## src/rv_isa_pkg.sv

```systemverilog
/* RV32I encoding constants
   opcodes, ALU operations, branch funct3 codes and field widths */
`default_nettype none

package rv_isa_pkg;

   localparam int xlen       = 32;   // data and address width
   localparam int reg_addr_w = 5;    // register index

   typedef enum logic [6:0] {
      opc_load   = 7'b0000011,
      opc_store  = 7'b0100011,
      opc_op     = 7'b0110011,
      opc_op_imm = 7'b0010011,
      opc_lui    = 7'b0110111,
      opc_auipc  = 7'b0010111,
      opc_jal    = 7'b1101111,
      opc_jalr   = 7'b1100111,
      opc_branch = 7'b1100011
   } opcode_e;

   // msb mirrors instr[30], low bits mirror funct3
   typedef enum logic [3:0] {
      alu_add  = 4'b0000,
      alu_sll  = 4'b0001,
      alu_slt  = 4'b0010,
      alu_sltu = 4'b0011,
      alu_xor  = 4'b0100,
      alu_srl  = 4'b0101,
      alu_or   = 4'b0110,
      alu_and  = 4'b0111,
      alu_sub  = 4'b1000,
      alu_sra  = 4'b1101
   } alu_op_e;

   localparam logic [2:0] f3_beq  = 3'b000;
   localparam logic [2:0] f3_bne  = 3'b001;
   localparam logic [2:0] f3_blt  = 3'b100;
   localparam logic [2:0] f3_bge  = 3'b101;
   localparam logic [2:0] f3_bltu = 3'b110;
   localparam logic [2:0] f3_bgeu = 3'b111;

endpackage

`default_nettype wire

```

## src/core_pkg.sv

```systemverilog
/* core microarchitecture definitions
   control states, decoded instruction classes, reset PC */
`default_nettype none

package core_pkg;

   typedef enum logic [2:0] {
      st_fetch,
      st_wait_instr,
      st_decode,
      st_execute,
      st_memory,
      st_writeback
   } ctrl_state_e;

   localparam logic [rv_isa_pkg::xlen-1:0] reset_pc = '0;
   localparam int num_regs = 32;

   typedef enum logic [3:0] {
      cls_load,
      cls_store,
      cls_alu_reg,
      cls_alu_imm,
      cls_lui,
      cls_auipc,
      cls_jal,
      cls_jalr,
      cls_branch,
      cls_illegal   // unknown opcode, skipped
   } instr_class_e;

endpackage

`default_nettype wire

```

## src/core_ctrl.sv

```systemverilog
/* control FSM, steps one instruction through the stages
   and holds in the wait states until memory answers */
`default_nettype none

module core_ctrl (
   input  wire                     clk,
   input  wire                     reset,
   input  wire                     read_data_valid,
   input  wire core_pkg::instr_class_e iclass,
   output logic                    fetch_en,
   output logic                    decode_en,
   output logic                    exec_en,
   output logic                    mem_en,
   output logic                    wb_en,
   output core_pkg::ctrl_state_e   state
);
   import core_pkg::*;

   ctrl_state_e state_next;

   always_comb begin
      state_next = state;
      case (state)
         st_fetch:      state_next = st_wait_instr;
         st_wait_instr: begin
            if (read_data_valid) state_next = st_decode;
         end
         st_decode:     state_next = st_execute;
         st_execute:    state_next = st_memory;
         st_memory: begin
            // only a load waits for data here
            if (iclass != cls_load || read_data_valid) state_next = st_writeback;
         end
         st_writeback:  state_next = st_fetch;
         default:       state_next = st_fetch;
      endcase
   end

   always_ff @(posedge clk) begin
      if (reset) begin
         state <= st_fetch;
      end else begin
         state <= state_next;
      end
   end

   assign fetch_en  = (state == st_fetch);
   assign decode_en = (state == st_decode);   // register file read cycle
   assign exec_en   = (state == st_execute);
   assign mem_en    = (state == st_memory);
   assign wb_en     = (state == st_writeback);

endmodule

`default_nettype wire

```

## src/fetch_unit.sv

```systemverilog
/* program counter and instruction fetch
   holds the fetch request until the word returns */
`default_nettype none

module fetch_unit (
   input  wire                         clk,
   input  wire                         reset,
   input  wire                         fetch_en,
   input  wire                         wait_en,
   input  wire [rv_isa_pkg::xlen-1:0]  read_data,
   input  wire                         read_data_valid,
   input  wire                         redirect,
   input  wire [rv_isa_pkg::xlen-1:0]  redirect_pc,
   output logic                        fetch_req,
   output logic [rv_isa_pkg::xlen-1:0] fetch_addr,
   output logic [rv_isa_pkg::xlen-1:0] pc,
   output logic [rv_isa_pkg::xlen-1:0] pc_plus4,
   output logic [rv_isa_pkg::xlen-1:0] instr
);
   import rv_isa_pkg::*;
   import core_pkg::*;

   logic step_pending;   // sequential advance owed by the last instruction

   assign pc_plus4   = pc + xlen'(4);
   assign fetch_addr = {pc[xlen-1:2], 2'b00};

   always_ff @(posedge clk) begin
      if (reset) begin
         pc           <= reset_pc;
         fetch_req    <= 1'b0;
         step_pending <= 1'b0;
      end else begin
         fetch_req <= fetch_en | (wait_en & ~read_data_valid);
         if (redirect) begin   // jump or taken branch at writeback
            pc           <= redirect_pc;
            step_pending <= 1'b0;
         end else if (fetch_en && step_pending) begin
            pc           <= pc_plus4;
            step_pending <= 1'b0;
         end else if (wait_en && read_data_valid) begin
            step_pending <= 1'b1;
         end
      end
   end

   always_ff @(posedge clk) begin
      if (wait_en && read_data_valid) instr <= read_data;
   end

endmodule

`default_nettype wire

```

## src/decode_unit.sv

```systemverilog
/* instruction decoder, classifies the opcode, builds the immediate
   and picks the ALU operation */
`default_nettype none

module decode_unit (
   input  wire                               clk,
   input  wire                               reset,
   input  wire                               decode_en,
   input  wire [rv_isa_pkg::xlen-1:0]        instr,
   output core_pkg::instr_class_e            iclass,
   output logic [rv_isa_pkg::xlen-1:0]       imm,
   output logic [rv_isa_pkg::reg_addr_w-1:0] rd,
   output logic [2:0]                        funct3,
   output rv_isa_pkg::alu_op_e               alu_op,
   output logic [rv_isa_pkg::reg_addr_w-1:0] rs1_addr,
   output logic [rv_isa_pkg::reg_addr_w-1:0] rs2_addr,
   output logic                              rd_en,
   output logic                              error_instruction
);
   import rv_isa_pkg::*;
   import core_pkg::*;

   instr_class_e    cls_d;
   logic [xlen-1:0] imm_d;
   alu_op_e         op_d;
   logic [2:0]      f3;

   function automatic alu_op_e arith_op(input logic alt, input logic [2:0] code);
      case (code)
         3'b000:  return alt ? alu_sub : alu_add;
         3'b001:  return alu_sll;
         3'b010:  return alu_slt;
         3'b011:  return alu_sltu;
         3'b100:  return alu_xor;
         3'b101:  return alt ? alu_sra : alu_srl;
         3'b110:  return alu_or;
         default: return alu_and;
      endcase
   endfunction

   assign f3       = instr[14:12];
   assign rs1_addr = instr[19:15];
   assign rs2_addr = instr[24:20];
   assign rd_en    = decode_en;

   always_comb begin
      cls_d = cls_illegal;
      imm_d = {{20{instr[31]}}, instr[31:20]};   // I format
      op_d  = alu_add;
      case (instr[6:0])
         opc_load:   cls_d = cls_load;
         opc_jalr:   cls_d = cls_jalr;
         opc_store: begin
            cls_d = cls_store;
            imm_d = {{20{instr[31]}}, instr[31:25], instr[11:7]};
         end
         opc_op: begin
            cls_d = cls_alu_reg;
            op_d  = arith_op(instr[30], f3);
         end
         opc_op_imm: begin
            cls_d = cls_alu_imm;
            op_d  = arith_op(instr[30] && f3 == 3'b101, f3);   // only srai uses bit 30
         end
         opc_lui, opc_auipc: begin
            cls_d = (instr[5]) ? cls_lui : cls_auipc;
            imm_d = {instr[31:12], 12'b0};
         end
         opc_jal: begin
            cls_d = cls_jal;
            imm_d = {{11{instr[31]}}, instr[31], instr[19:12], instr[20], instr[30:21], 1'b0};
         end
         opc_branch: begin
            cls_d = cls_branch;
            imm_d = {{19{instr[31]}}, instr[31], instr[7], instr[30:25], instr[11:8], 1'b0};
            if (!f3[2]) op_d = alu_sub;   // beq, bne
            else op_d = f3[1] ? alu_sltu : alu_slt;
         end
         default: ;
      endcase
   end

   always_ff @(posedge clk) begin
      if (decode_en) begin
         iclass <= cls_d;
         imm    <= imm_d;
         rd     <= instr[11:7];
         funct3 <= f3;
         alu_op <= op_d;
      end
   end

   always_ff @(posedge clk) begin
      if (reset) begin
         error_instruction <= 1'b0;
      end else if (decode_en && cls_d == cls_illegal) begin
         error_instruction <= 1'b1;   // sticky
      end
   end

endmodule

`default_nettype wire

```

## src/reg_file.sv

```systemverilog
/* integer register file, two registered read ports and one write port */
`default_nettype none

module reg_file (
   input  wire                               clk,
   input  wire                               reset,
   input  wire                               rd_en,
   input  wire [rv_isa_pkg::reg_addr_w-1:0]  rs1_addr,
   input  wire [rv_isa_pkg::reg_addr_w-1:0]  rs2_addr,
   input  wire                               wr_en,
   input  wire [rv_isa_pkg::reg_addr_w-1:0]  wr_addr,
   input  wire [rv_isa_pkg::xlen-1:0]        wr_data,
   output logic [rv_isa_pkg::xlen-1:0]       rs1_data,
   output logic [rv_isa_pkg::xlen-1:0]       rs2_data
);
   import rv_isa_pkg::*;
   import core_pkg::*;

   logic [xlen-1:0] regs [num_regs];

   always_ff @(posedge clk) begin
      if (wr_en && wr_addr != '0) regs[wr_addr] <= wr_data;   // x0 stays zero
   end

   always_ff @(posedge clk) begin
      if (reset) begin
         rs1_data <= '0;
         rs2_data <= '0;
      end else if (rd_en) begin
         rs1_data <= (rs1_addr == '0) ? '0 : regs[rs1_addr];
         rs2_data <= (rs2_addr == '0) ? '0 : regs[rs2_addr];
      end
   end

endmodule

`default_nettype wire

```

## src/alu_exec.sv

```systemverilog
/* execute stage, operand select, ALU and branch compare,
   result registered for the later stages */
`default_nettype none

module alu_exec (
   input  wire                         clk,
   input  wire                         exec_en,
   input  wire core_pkg::instr_class_e iclass,
   input  wire rv_isa_pkg::alu_op_e    alu_op,
   input  wire [2:0]                   funct3,
   input  wire [rv_isa_pkg::xlen-1:0]  pc,
   input  wire [rv_isa_pkg::xlen-1:0]  imm,
   input  wire [rv_isa_pkg::xlen-1:0]  rs1_data,
   input  wire [rv_isa_pkg::xlen-1:0]  rs2_data,
   output logic [rv_isa_pkg::xlen-1:0] alu_result,
   output logic                        cmp_true
);
   import rv_isa_pkg::*;
   import core_pkg::*;

   logic [xlen-1:0] op_a;
   logic [xlen-1:0] op_b;
   logic [xlen-1:0] res;
   logic            taken;

   assign op_a = (iclass == cls_auipc) ? pc : rs1_data;
   assign op_b = (iclass == cls_alu_reg || iclass == cls_branch) ? rs2_data : imm;

   always_comb begin
      case (alu_op)
         alu_sub:  res = op_a - op_b;
         alu_sll:  res = op_a << op_b[4:0];
         alu_slt:  res = {{(xlen-1){1'b0}}, $signed(op_a) < $signed(op_b)};
         alu_sltu: res = {{(xlen-1){1'b0}}, op_a < op_b};
         alu_xor:  res = op_a ^ op_b;
         alu_srl:  res = op_a >> op_b[4:0];
         alu_sra:  res = $signed(op_a) >>> op_b[4:0];
         alu_or:   res = op_a | op_b;
         alu_and:  res = op_a & op_b;
         default:  res = op_a + op_b;   // add, address and auipc sums
      endcase
   end

   // decode chose sub, slt or sltu for a branch
   always_comb begin
      case (funct3)
         f3_beq:          taken = (res == '0);
         f3_bne:          taken = (res != '0);
         f3_blt, f3_bltu: taken = res[0];
         f3_bge, f3_bgeu: taken = ~res[0];
         default:         taken = 1'b0;
      endcase
   end

   always_ff @(posedge clk) begin
      if (exec_en) begin
         alu_result <= res;
         cmp_true   <= taken;
      end
   end

endmodule

`default_nettype wire

```

## src/mem_wb_unit.sv

```systemverilog
/* memory and writeback stages, load/store requests,
   register write and next-PC redirect */
`default_nettype none

module mem_wb_unit (
   input  wire                               clk,
   input  wire                               reset,
   input  wire                               mem_en,
   input  wire                               wb_en,
   input  wire core_pkg::instr_class_e       iclass,
   input  wire [rv_isa_pkg::reg_addr_w-1:0]  rd,
   input  wire [rv_isa_pkg::xlen-1:0]        imm,
   input  wire [rv_isa_pkg::xlen-1:0]        pc,
   input  wire [rv_isa_pkg::xlen-1:0]        pc_plus4,
   input  wire [rv_isa_pkg::xlen-1:0]        alu_result,
   input  wire                               cmp_true,
   input  wire [rv_isa_pkg::xlen-1:0]        rs2_data,
   input  wire [rv_isa_pkg::xlen-1:0]        read_data,
   input  wire                               read_data_valid,
   output logic                              load_req,
   output logic [rv_isa_pkg::xlen-1:0]       load_addr,
   output logic                              write_req,
   output logic [rv_isa_pkg::xlen-1:0]       write_addr,
   output logic [rv_isa_pkg::xlen-1:0]       write_data,
   output logic                              mem_done,
   output logic                              redirect,
   output logic [rv_isa_pkg::xlen-1:0]       redirect_pc,
   output logic                              wr_en,
   output logic [rv_isa_pkg::reg_addr_w-1:0] wr_addr,
   output logic [rv_isa_pkg::xlen-1:0]       wr_data
);
   import rv_isa_pkg::*;
   import core_pkg::*;

   logic            is_load;
   logic            is_store;
   logic [xlen-1:0] load_data;

   assign is_load   = (iclass == cls_load);
   assign is_store  = (iclass == cls_store);
   assign load_addr = {alu_result[xlen-1:2], 2'b00};
   assign mem_done  = mem_en & (~is_load | read_data_valid);

   always_ff @(posedge clk) begin
      if (reset) begin
         load_req  <= 1'b0;
         write_req <= 1'b0;
      end else begin
         load_req  <= mem_en & ~mem_done;    // held until the word returns
         write_req <= mem_en & is_store;     // one-cycle pulse in writeback
      end
   end

   always_ff @(posedge clk) begin
      if (mem_en && is_store) begin
         write_addr <= {alu_result[xlen-1:2], 2'b00};
         write_data <= rs2_data;
      end
      if (mem_en && is_load && read_data_valid) load_data <= read_data;
   end

   always_comb begin
      wr_en   = 1'b0;
      wr_data = alu_result;
      case (iclass)
         cls_alu_reg, cls_alu_imm, cls_auipc: wr_en = wb_en;
         cls_lui: begin
            wr_en   = wb_en;
            wr_data = imm;
         end
         cls_jal, cls_jalr: begin
            wr_en   = wb_en;
            wr_data = pc_plus4;   // link address
         end
         cls_load: begin
            wr_en   = wb_en;
            wr_data = load_data;
         end
         default: ;
      endcase
   end

   assign wr_addr     = rd;
   assign redirect    = wb_en & (iclass == cls_jal || iclass == cls_jalr ||
                                 (iclass == cls_branch && cmp_true));
   assign redirect_pc = (iclass == cls_jalr) ? {alu_result[xlen-1:1], 1'b0} : pc + imm;

endmodule

`default_nettype wire

```

## src/rv_core_top.sv

```systemverilog
/* multi-cycle RV32I core top, connects the stage units
   and shares the read port between fetch and load */
`default_nettype none

module rv_core_top (
   input  wire                         clk,
   input  wire                         reset,
   output logic                        read_req,
   output logic [rv_isa_pkg::xlen-1:0] read_addr,
   input  wire [rv_isa_pkg::xlen-1:0]  read_data,
   input  wire                         read_data_valid,
   output logic                        write_req,
   output logic [rv_isa_pkg::xlen-1:0] write_addr,
   output logic [rv_isa_pkg::xlen-1:0] write_data,
   output logic                        error_instruction
);
   import rv_isa_pkg::*;
   import core_pkg::*;

   ctrl_state_e           state;
   instr_class_e          iclass;
   alu_op_e               alu_op;
   logic                  fetch_en, decode_en, exec_en, mem_en, wb_en, wait_en;
   logic                  fetch_req, load_req, rd_en, cmp_true, redirect, wr_en;
   logic [xlen-1:0]       fetch_addr, load_addr, pc, pc_plus4, instr, imm;
   logic [xlen-1:0]       rs1_data, rs2_data, alu_result, redirect_pc, wr_data;
   logic [reg_addr_w-1:0] rd, rs1_addr, rs2_addr, wr_addr;
   logic [2:0]            funct3;

   assign wait_en   = (state == st_wait_instr);
   assign read_req  = fetch_req | load_req;   // never both at once
   assign read_addr = load_req ? load_addr : fetch_addr;

   core_ctrl ctrl_i (
      .clk, .reset, .read_data_valid, .iclass,
      .fetch_en, .decode_en, .exec_en, .mem_en, .wb_en, .state
   );

   fetch_unit fetch_i (
      .clk, .reset, .fetch_en, .wait_en, .read_data, .read_data_valid,
      .redirect, .redirect_pc, .fetch_req, .fetch_addr, .pc, .pc_plus4, .instr
   );

   decode_unit decode_i (
      .clk, .reset, .decode_en, .instr, .iclass, .imm, .rd, .funct3, .alu_op,
      .rs1_addr, .rs2_addr, .rd_en, .error_instruction
   );

   reg_file rf_i (
      .clk, .reset, .rd_en, .rs1_addr, .rs2_addr,
      .wr_en, .wr_addr, .wr_data, .rs1_data, .rs2_data
   );

   alu_exec alu_i (
      .clk, .exec_en, .iclass, .alu_op, .funct3, .pc, .imm,
      .rs1_data, .rs2_data, .alu_result, .cmp_true
   );

   mem_wb_unit mem_wb_i (
      .clk, .reset, .mem_en, .wb_en, .iclass, .rd, .imm, .pc, .pc_plus4,
      .alu_result, .cmp_true, .rs2_data, .read_data, .read_data_valid,
      .load_req, .load_addr, .write_req, .write_addr, .write_data,
      .mem_done (),
      .redirect, .redirect_pc, .wr_en, .wr_addr, .wr_data
   );

endmodule

`default_nettype wire

```

## config.mk

```make
export PLATFORM = sky130hd
export DESIGN_NAME = rv_core_top
export DESIGN_NICKNAME = d
export VERILOG_FILES = /design/src/rv_isa_pkg.sv /design/src/core_pkg.sv /design/src/core_ctrl.sv /design/src/fetch_unit.sv /design/src/decode_unit.sv /design/src/reg_file.sv /design/src/alu_exec.sv /design/src/mem_wb_unit.sv /design/src/rv_core_top.sv
export SDC_FILE = /design/constraint.sdc
export NUM_CORES = 2
export LEC_CHECK = 0
export BUFFER_PORTS_ARGS = -buffer_cell sky130_fd_sc_hd__buf_4
export CAP_MARGIN = 20
export CORE_MARGIN = 1.5
export CORE_UTILIZATION = 41
export DETAILED_ROUTE_END_ITERATION = 7
export GPL_TIMING_DRIVEN = 0
export HOLD_SLACK_MARGIN = 0.08
export PLACE_DENSITY_LB_ADDON = 0.3
export SYNTH_ARGS = -nofsm -noshare
export SYNTH_HDL_FRONTEND = slang
export SYNTH_SLANG_ARGS = --single-unit
export TNS_END_PERCENT = 30
```

## constraint.sdc

```tcl
create_clock -name clk -period 7.3 [get_ports clk]
set_input_delay 0.73 -clock clk [delete_from_list [all_inputs] [get_ports clk]]
set_output_delay 0.73 -clock clk [all_outputs]
set_load 0.02 [all_outputs]
```

==> reports/metrics.csv <==
stage,metric,value,unit
run_status,outcome,"finished, violations left",
run_status,violated checks,DRC,
floorplan,Placeable Area,174000,µm²
floorplan,total I/O pin count,134,
min_path,Min-Delay Path Class,in -> reg,
route,TritonRoute pass-1 iters,8,
power,Leakage,27.93,nW
final_layout,layout cells sized above 1,0.2555,
final_layout,most frequent cells in the layout,"1,231 x edfxtp_1, 643 x mux4_2, 352 x nor2_1",
yosys,Post-synth EDFFs,1231,
route,Vias,53550,
critical_path,end of the worst register-to-register path,alu_i.cmp_true,
yosys,Yosys reg bits,1345,
critical_path,Worst R2R Path Depth,21,
flow_run,max-cap violation count,0,
sta,Pins Over Slew Limit,0,
placed_design,port bufs,128,
yosys,post-synthesis sequential area ratio,0.5465,
critical_path,CP Launch Type,flop,
critical_path,crit path to,alu_i.cmp_true,
route,WL final,312400,µm
cts,CTS Buf Count,142,
sta,final count of negative-setup-slack endpoints,0,
global_route,first-pass GRT wire length,426300,µm
route,post-route ant nets,0,
sta,Max Fclk,138.0,MHz
cts,Post-CTS Hold Buffers,0,
floorplan,die area,177700,µm²
placed_design,post-placement cell count,7594,
critical_path,slowest CP cell,or4_1,
cts,clock sink total,1345,
sta,Slew HR,0.1577,
cts,CTS Buffer Depth,3,
critical_path,CP Launch Point,decode_i.iclass[0],
critical_path,Reg2Reg Setup Slack,0.05,ns
yosys,Async SR Flop Fraction,0,
critical_path,most frequent CP cell,or4_1,
yosys,post-synth cell types,102,
sta,shortest period the worst path allows,7.247,ns
route,drt via density,6.796,
cts,Clock Tree Root,clkbuf_16,
route,DR WL/cell,39.65,µm
yosys,Post-Syn Area,71820,µm²
yosys,ys flop type,edfxtp_1,
sta,Layout Skew,0.07774,ns
yosys,Synth Warn #,0,
sta,Hold Fails Final Rpt,0,
placed_design,Routability Congestion,1.053,
route,Remaining DRCs,18,
cts,Worst-path clk slew,0.06,ns
critical_path,CP required,7.90,ns
critical_path,arrival time at the worst endpoint,7.85,ns
critical_path,Crit Path Category,reg -> reg,
floorplan,Initial Util,0.4127,
final_layout,P&R area growth vs syn,17.00,%
cts,CTS tree,yes,
critical_path,Crit path largest cell delay,0.58,ns
route,1st-iter DRT viols,8677,
power,Final Power,18.67,mW
global_route,initial antenna violation count,16,
final_layout,"commonest non-fill, non-tap cell in the layout",edfxtp_1,
floorplan,die width,421.5,µm
sta,worst slew pin tran,1.263,ns
critical_path,RR Startpoint,decode_i.iclass[0],
yosys,syn_area_per_cell,14.46,µm²
floorplan,die height,421.5,µm
critical_path,CP cell instances,clkbuf_2 > nor2_4 > nand2_2 > a21oi_4 > clkbuf_4 > buf_6 > buf_4 > ha_1 > clkbuf_2 > or4_1 > a21oi_1 > o21a_1 > o41a_1 > a221o_1 > a21oi_1 > xnor2_1 > a221oi_1 > o21ai_2 > or4_1 > or4_1 > nand3_1,
power,power per cell area,222.2,nW/µm²
sta,Setup TNS,0,ns
global_route,largest net degree at the start of global routing,41,
sta,final period utilization,0.9927,
final_layout,Non-Filler Instances,7880,
yosys,Mapped Cells,4967,
critical_path,Crit Path Max Fanout,19,
final_layout,Final nets,5603,
global_route,gr ovfl total,0,
placed_design,post-DP HPWL,238400,µm
global_route,vias in the first global route,51650,
cts,"Clk Latency, worst-skew pair",0.82,ns
floorplan,Row Count,153,
power,worst vdd ir,254.2,µV
critical_path,Worst Setup End Kind,flop,
cts,H-tree Lvls,4,
global_route,gr usage total,0.3471,
-- synthesized netlist by cell type (12+ instances only) --
cell type,count,share of area
nand2_1,296,0.015
nor2b_1,15,0.0013
and2_1,26,0.0023
o21ai_0,193,0.013
mux2i_1,104,0.014
a31oi_1,29,0.0025
o21a_1,12,0.0013
or3_1,12,0.0010
mux4_2,643,0.20
xor2_1,35,0.0043
xnor2_1,60,0.0073
a211oi_1,78,0.0082
a311oi_1,25,0.0030
dfxtp_1,114,0.032
nor2_1,384,0.020
a22oi_1,12,0.0013
a21oi_1,232,0.016
buf_2,24,0.0017
o211ai_1,45,0.0047
a221o_1,12,0.0017
and3_1,22,0.0019
mux2_2,76,0.012
edfxtp_1,1231,0.51
nor4_1,23,0.0020
o221ai_1,20,0.0024
o31ai_1,13,0.0014
a32o_1,31,0.0043
clkbuf_1,261,0.014
inv_1,122,0.0064
nand3_1,73,0.0051
o22ai_1,21,0.0018
a221oi_1,24,0.0029
a21o_1,57,0.0060
ha_1,129,0.022
buf_1,96,0.0050
nor3_1,107,0.0075
a222oi_1,32,0.0045
nand2b_1,23,0.0020
a2111oi_0,12,0.0015
nand4_1,17,0.0015
o21bai_1,20,0.0021
-- flip-flops by register name, indices dropped and copies added (netlist names), named ones only --
signal,count
rf_i.regs,1024
alu_i.alu_result,32
decode_i.imm,32
fetch_i.instr,32
fetch_i.pc,32
mem_wb_i.load_data,32
mem_wb_i.write_data,32
rf_i.rs1_data,32
rf_i.rs2_data,32
mem_wb_i.write_addr,30
decode_i.rd,5
decode_i.alu_op,4
decode_i.iclass,4
ctrl_i.state,3
decode_i.funct3,3
alu_i.cmp_true,1
decode_i.error_instruction,1
fetch_i.fetch_req,1
fetch_i.step_pending,1
mem_wb_i.load_req,1
mem_wb_i.write_req,1
-- area by class of cell --
| cell class | instances | area, µm² |
|---|---|---|
| Tap cell | 2325 | 2909 |
| Buffer | 377 | 1573 |
| Multi-Input combinational cell | 3139 | 31380 |
| Timing Repair Buffer | 304 | 3762 |
| Inverter | 128 | 490.5 |
| Antenna cell | 6 | 15.01 |
| Clock inverter | 85 | 894.6 |
| Clock buffer | 171 | 3756 |
| Sequential cell | 1345 | 39250 |
| Fill cell | 14920 | 89990 |
-- worst min path at each step --
| stage | start | endpoint | slack [ns] | cells past startpoint |
|---|---|---|---|---|
| 2_1_floorplan | fetch_i.instr[8] | decode_i.rd[1] | 0.43 | 0 |
| 3_3_place_gp | fetch_i.instr[10] | decode_i.rd[3] | 0.44 | 0 |
| 3_5_place_dp | fetch_i.instr[8] | decode_i.rd[1] | 0.44 | 0 |
| 4_1_cts | read_data[3] | fetch_i.instr[3] | 0.08 | 1 |
| 5_1_grt | read_data[3] | mem_wb_i.load_data[3] | 0.10 | 1 |
| 6_report | read_data[3] | fetch_i.instr[3] | 0.12 | 1 |
-- layer usage --
layer	global-route usage	wire (µm)
met5	0	83
met4	0.2223	24490
met3	0.07895	32850
met2	0.5440	143500
met1	0.4353	111500
-- metrics by stage --
step                      utilization  hold WS [ns]  worst slack (ns)  instance area (µm²)
after floorplan                     -        0.4262            0.8143                71960
after global placement         0.4357        0.4430            -2.745                75830
after detailed placement       0.4521        0.4396            -2.709                78660
after CTS                      0.4799       0.08318           0.02522                83510
after global routing           0.4828        0.1006          -0.02340                84010
final                          0.4829        0.1177           0.05329                84030
-- cells by family (layout without fill, tap and decap cells) --
group	after synthesis	after routing	share of synthesized area
adders and majority gates	131	131	0.02303
DFF	1345	1345	0.5465
AOI/OAI and AO/OA	987	987	0.09444
and+or+nand+nor	1063	1063	0.06744
muxes	826	826	0.2286
other	1	42	0.00005222
buffers and inverters	518	1065	0.02812
xor gates and xnor gates	96	96	0.01181
-- power breakdown --
group	total [mW]	internal [mW]	switching [mW]
clock	7.34	4.13	3.22
sequential	8.57	8.46	0.109
combinational	2.76	1.06	1.70
total	18.7	13.6	5.02
-- critical path, delay by kind of cell, from the launching register on --
family	cells	cell delay, ns
xor gates and xnor gates	1	0.18
adders and majority gates	1	0.31
DFF	1	0.48
and+or+nand+nor	6	2.27
AOI/OAI and AO/OA	8	2.31
buffers and inverters	5	1.44
-- what timing repair did --
item	CTS	global route
setup buffers	5	9
endpoints found under the setup margin	29	1
pin swaps	3	3
gates resized for setup	70	27
(Power assumes the default switching activity.)
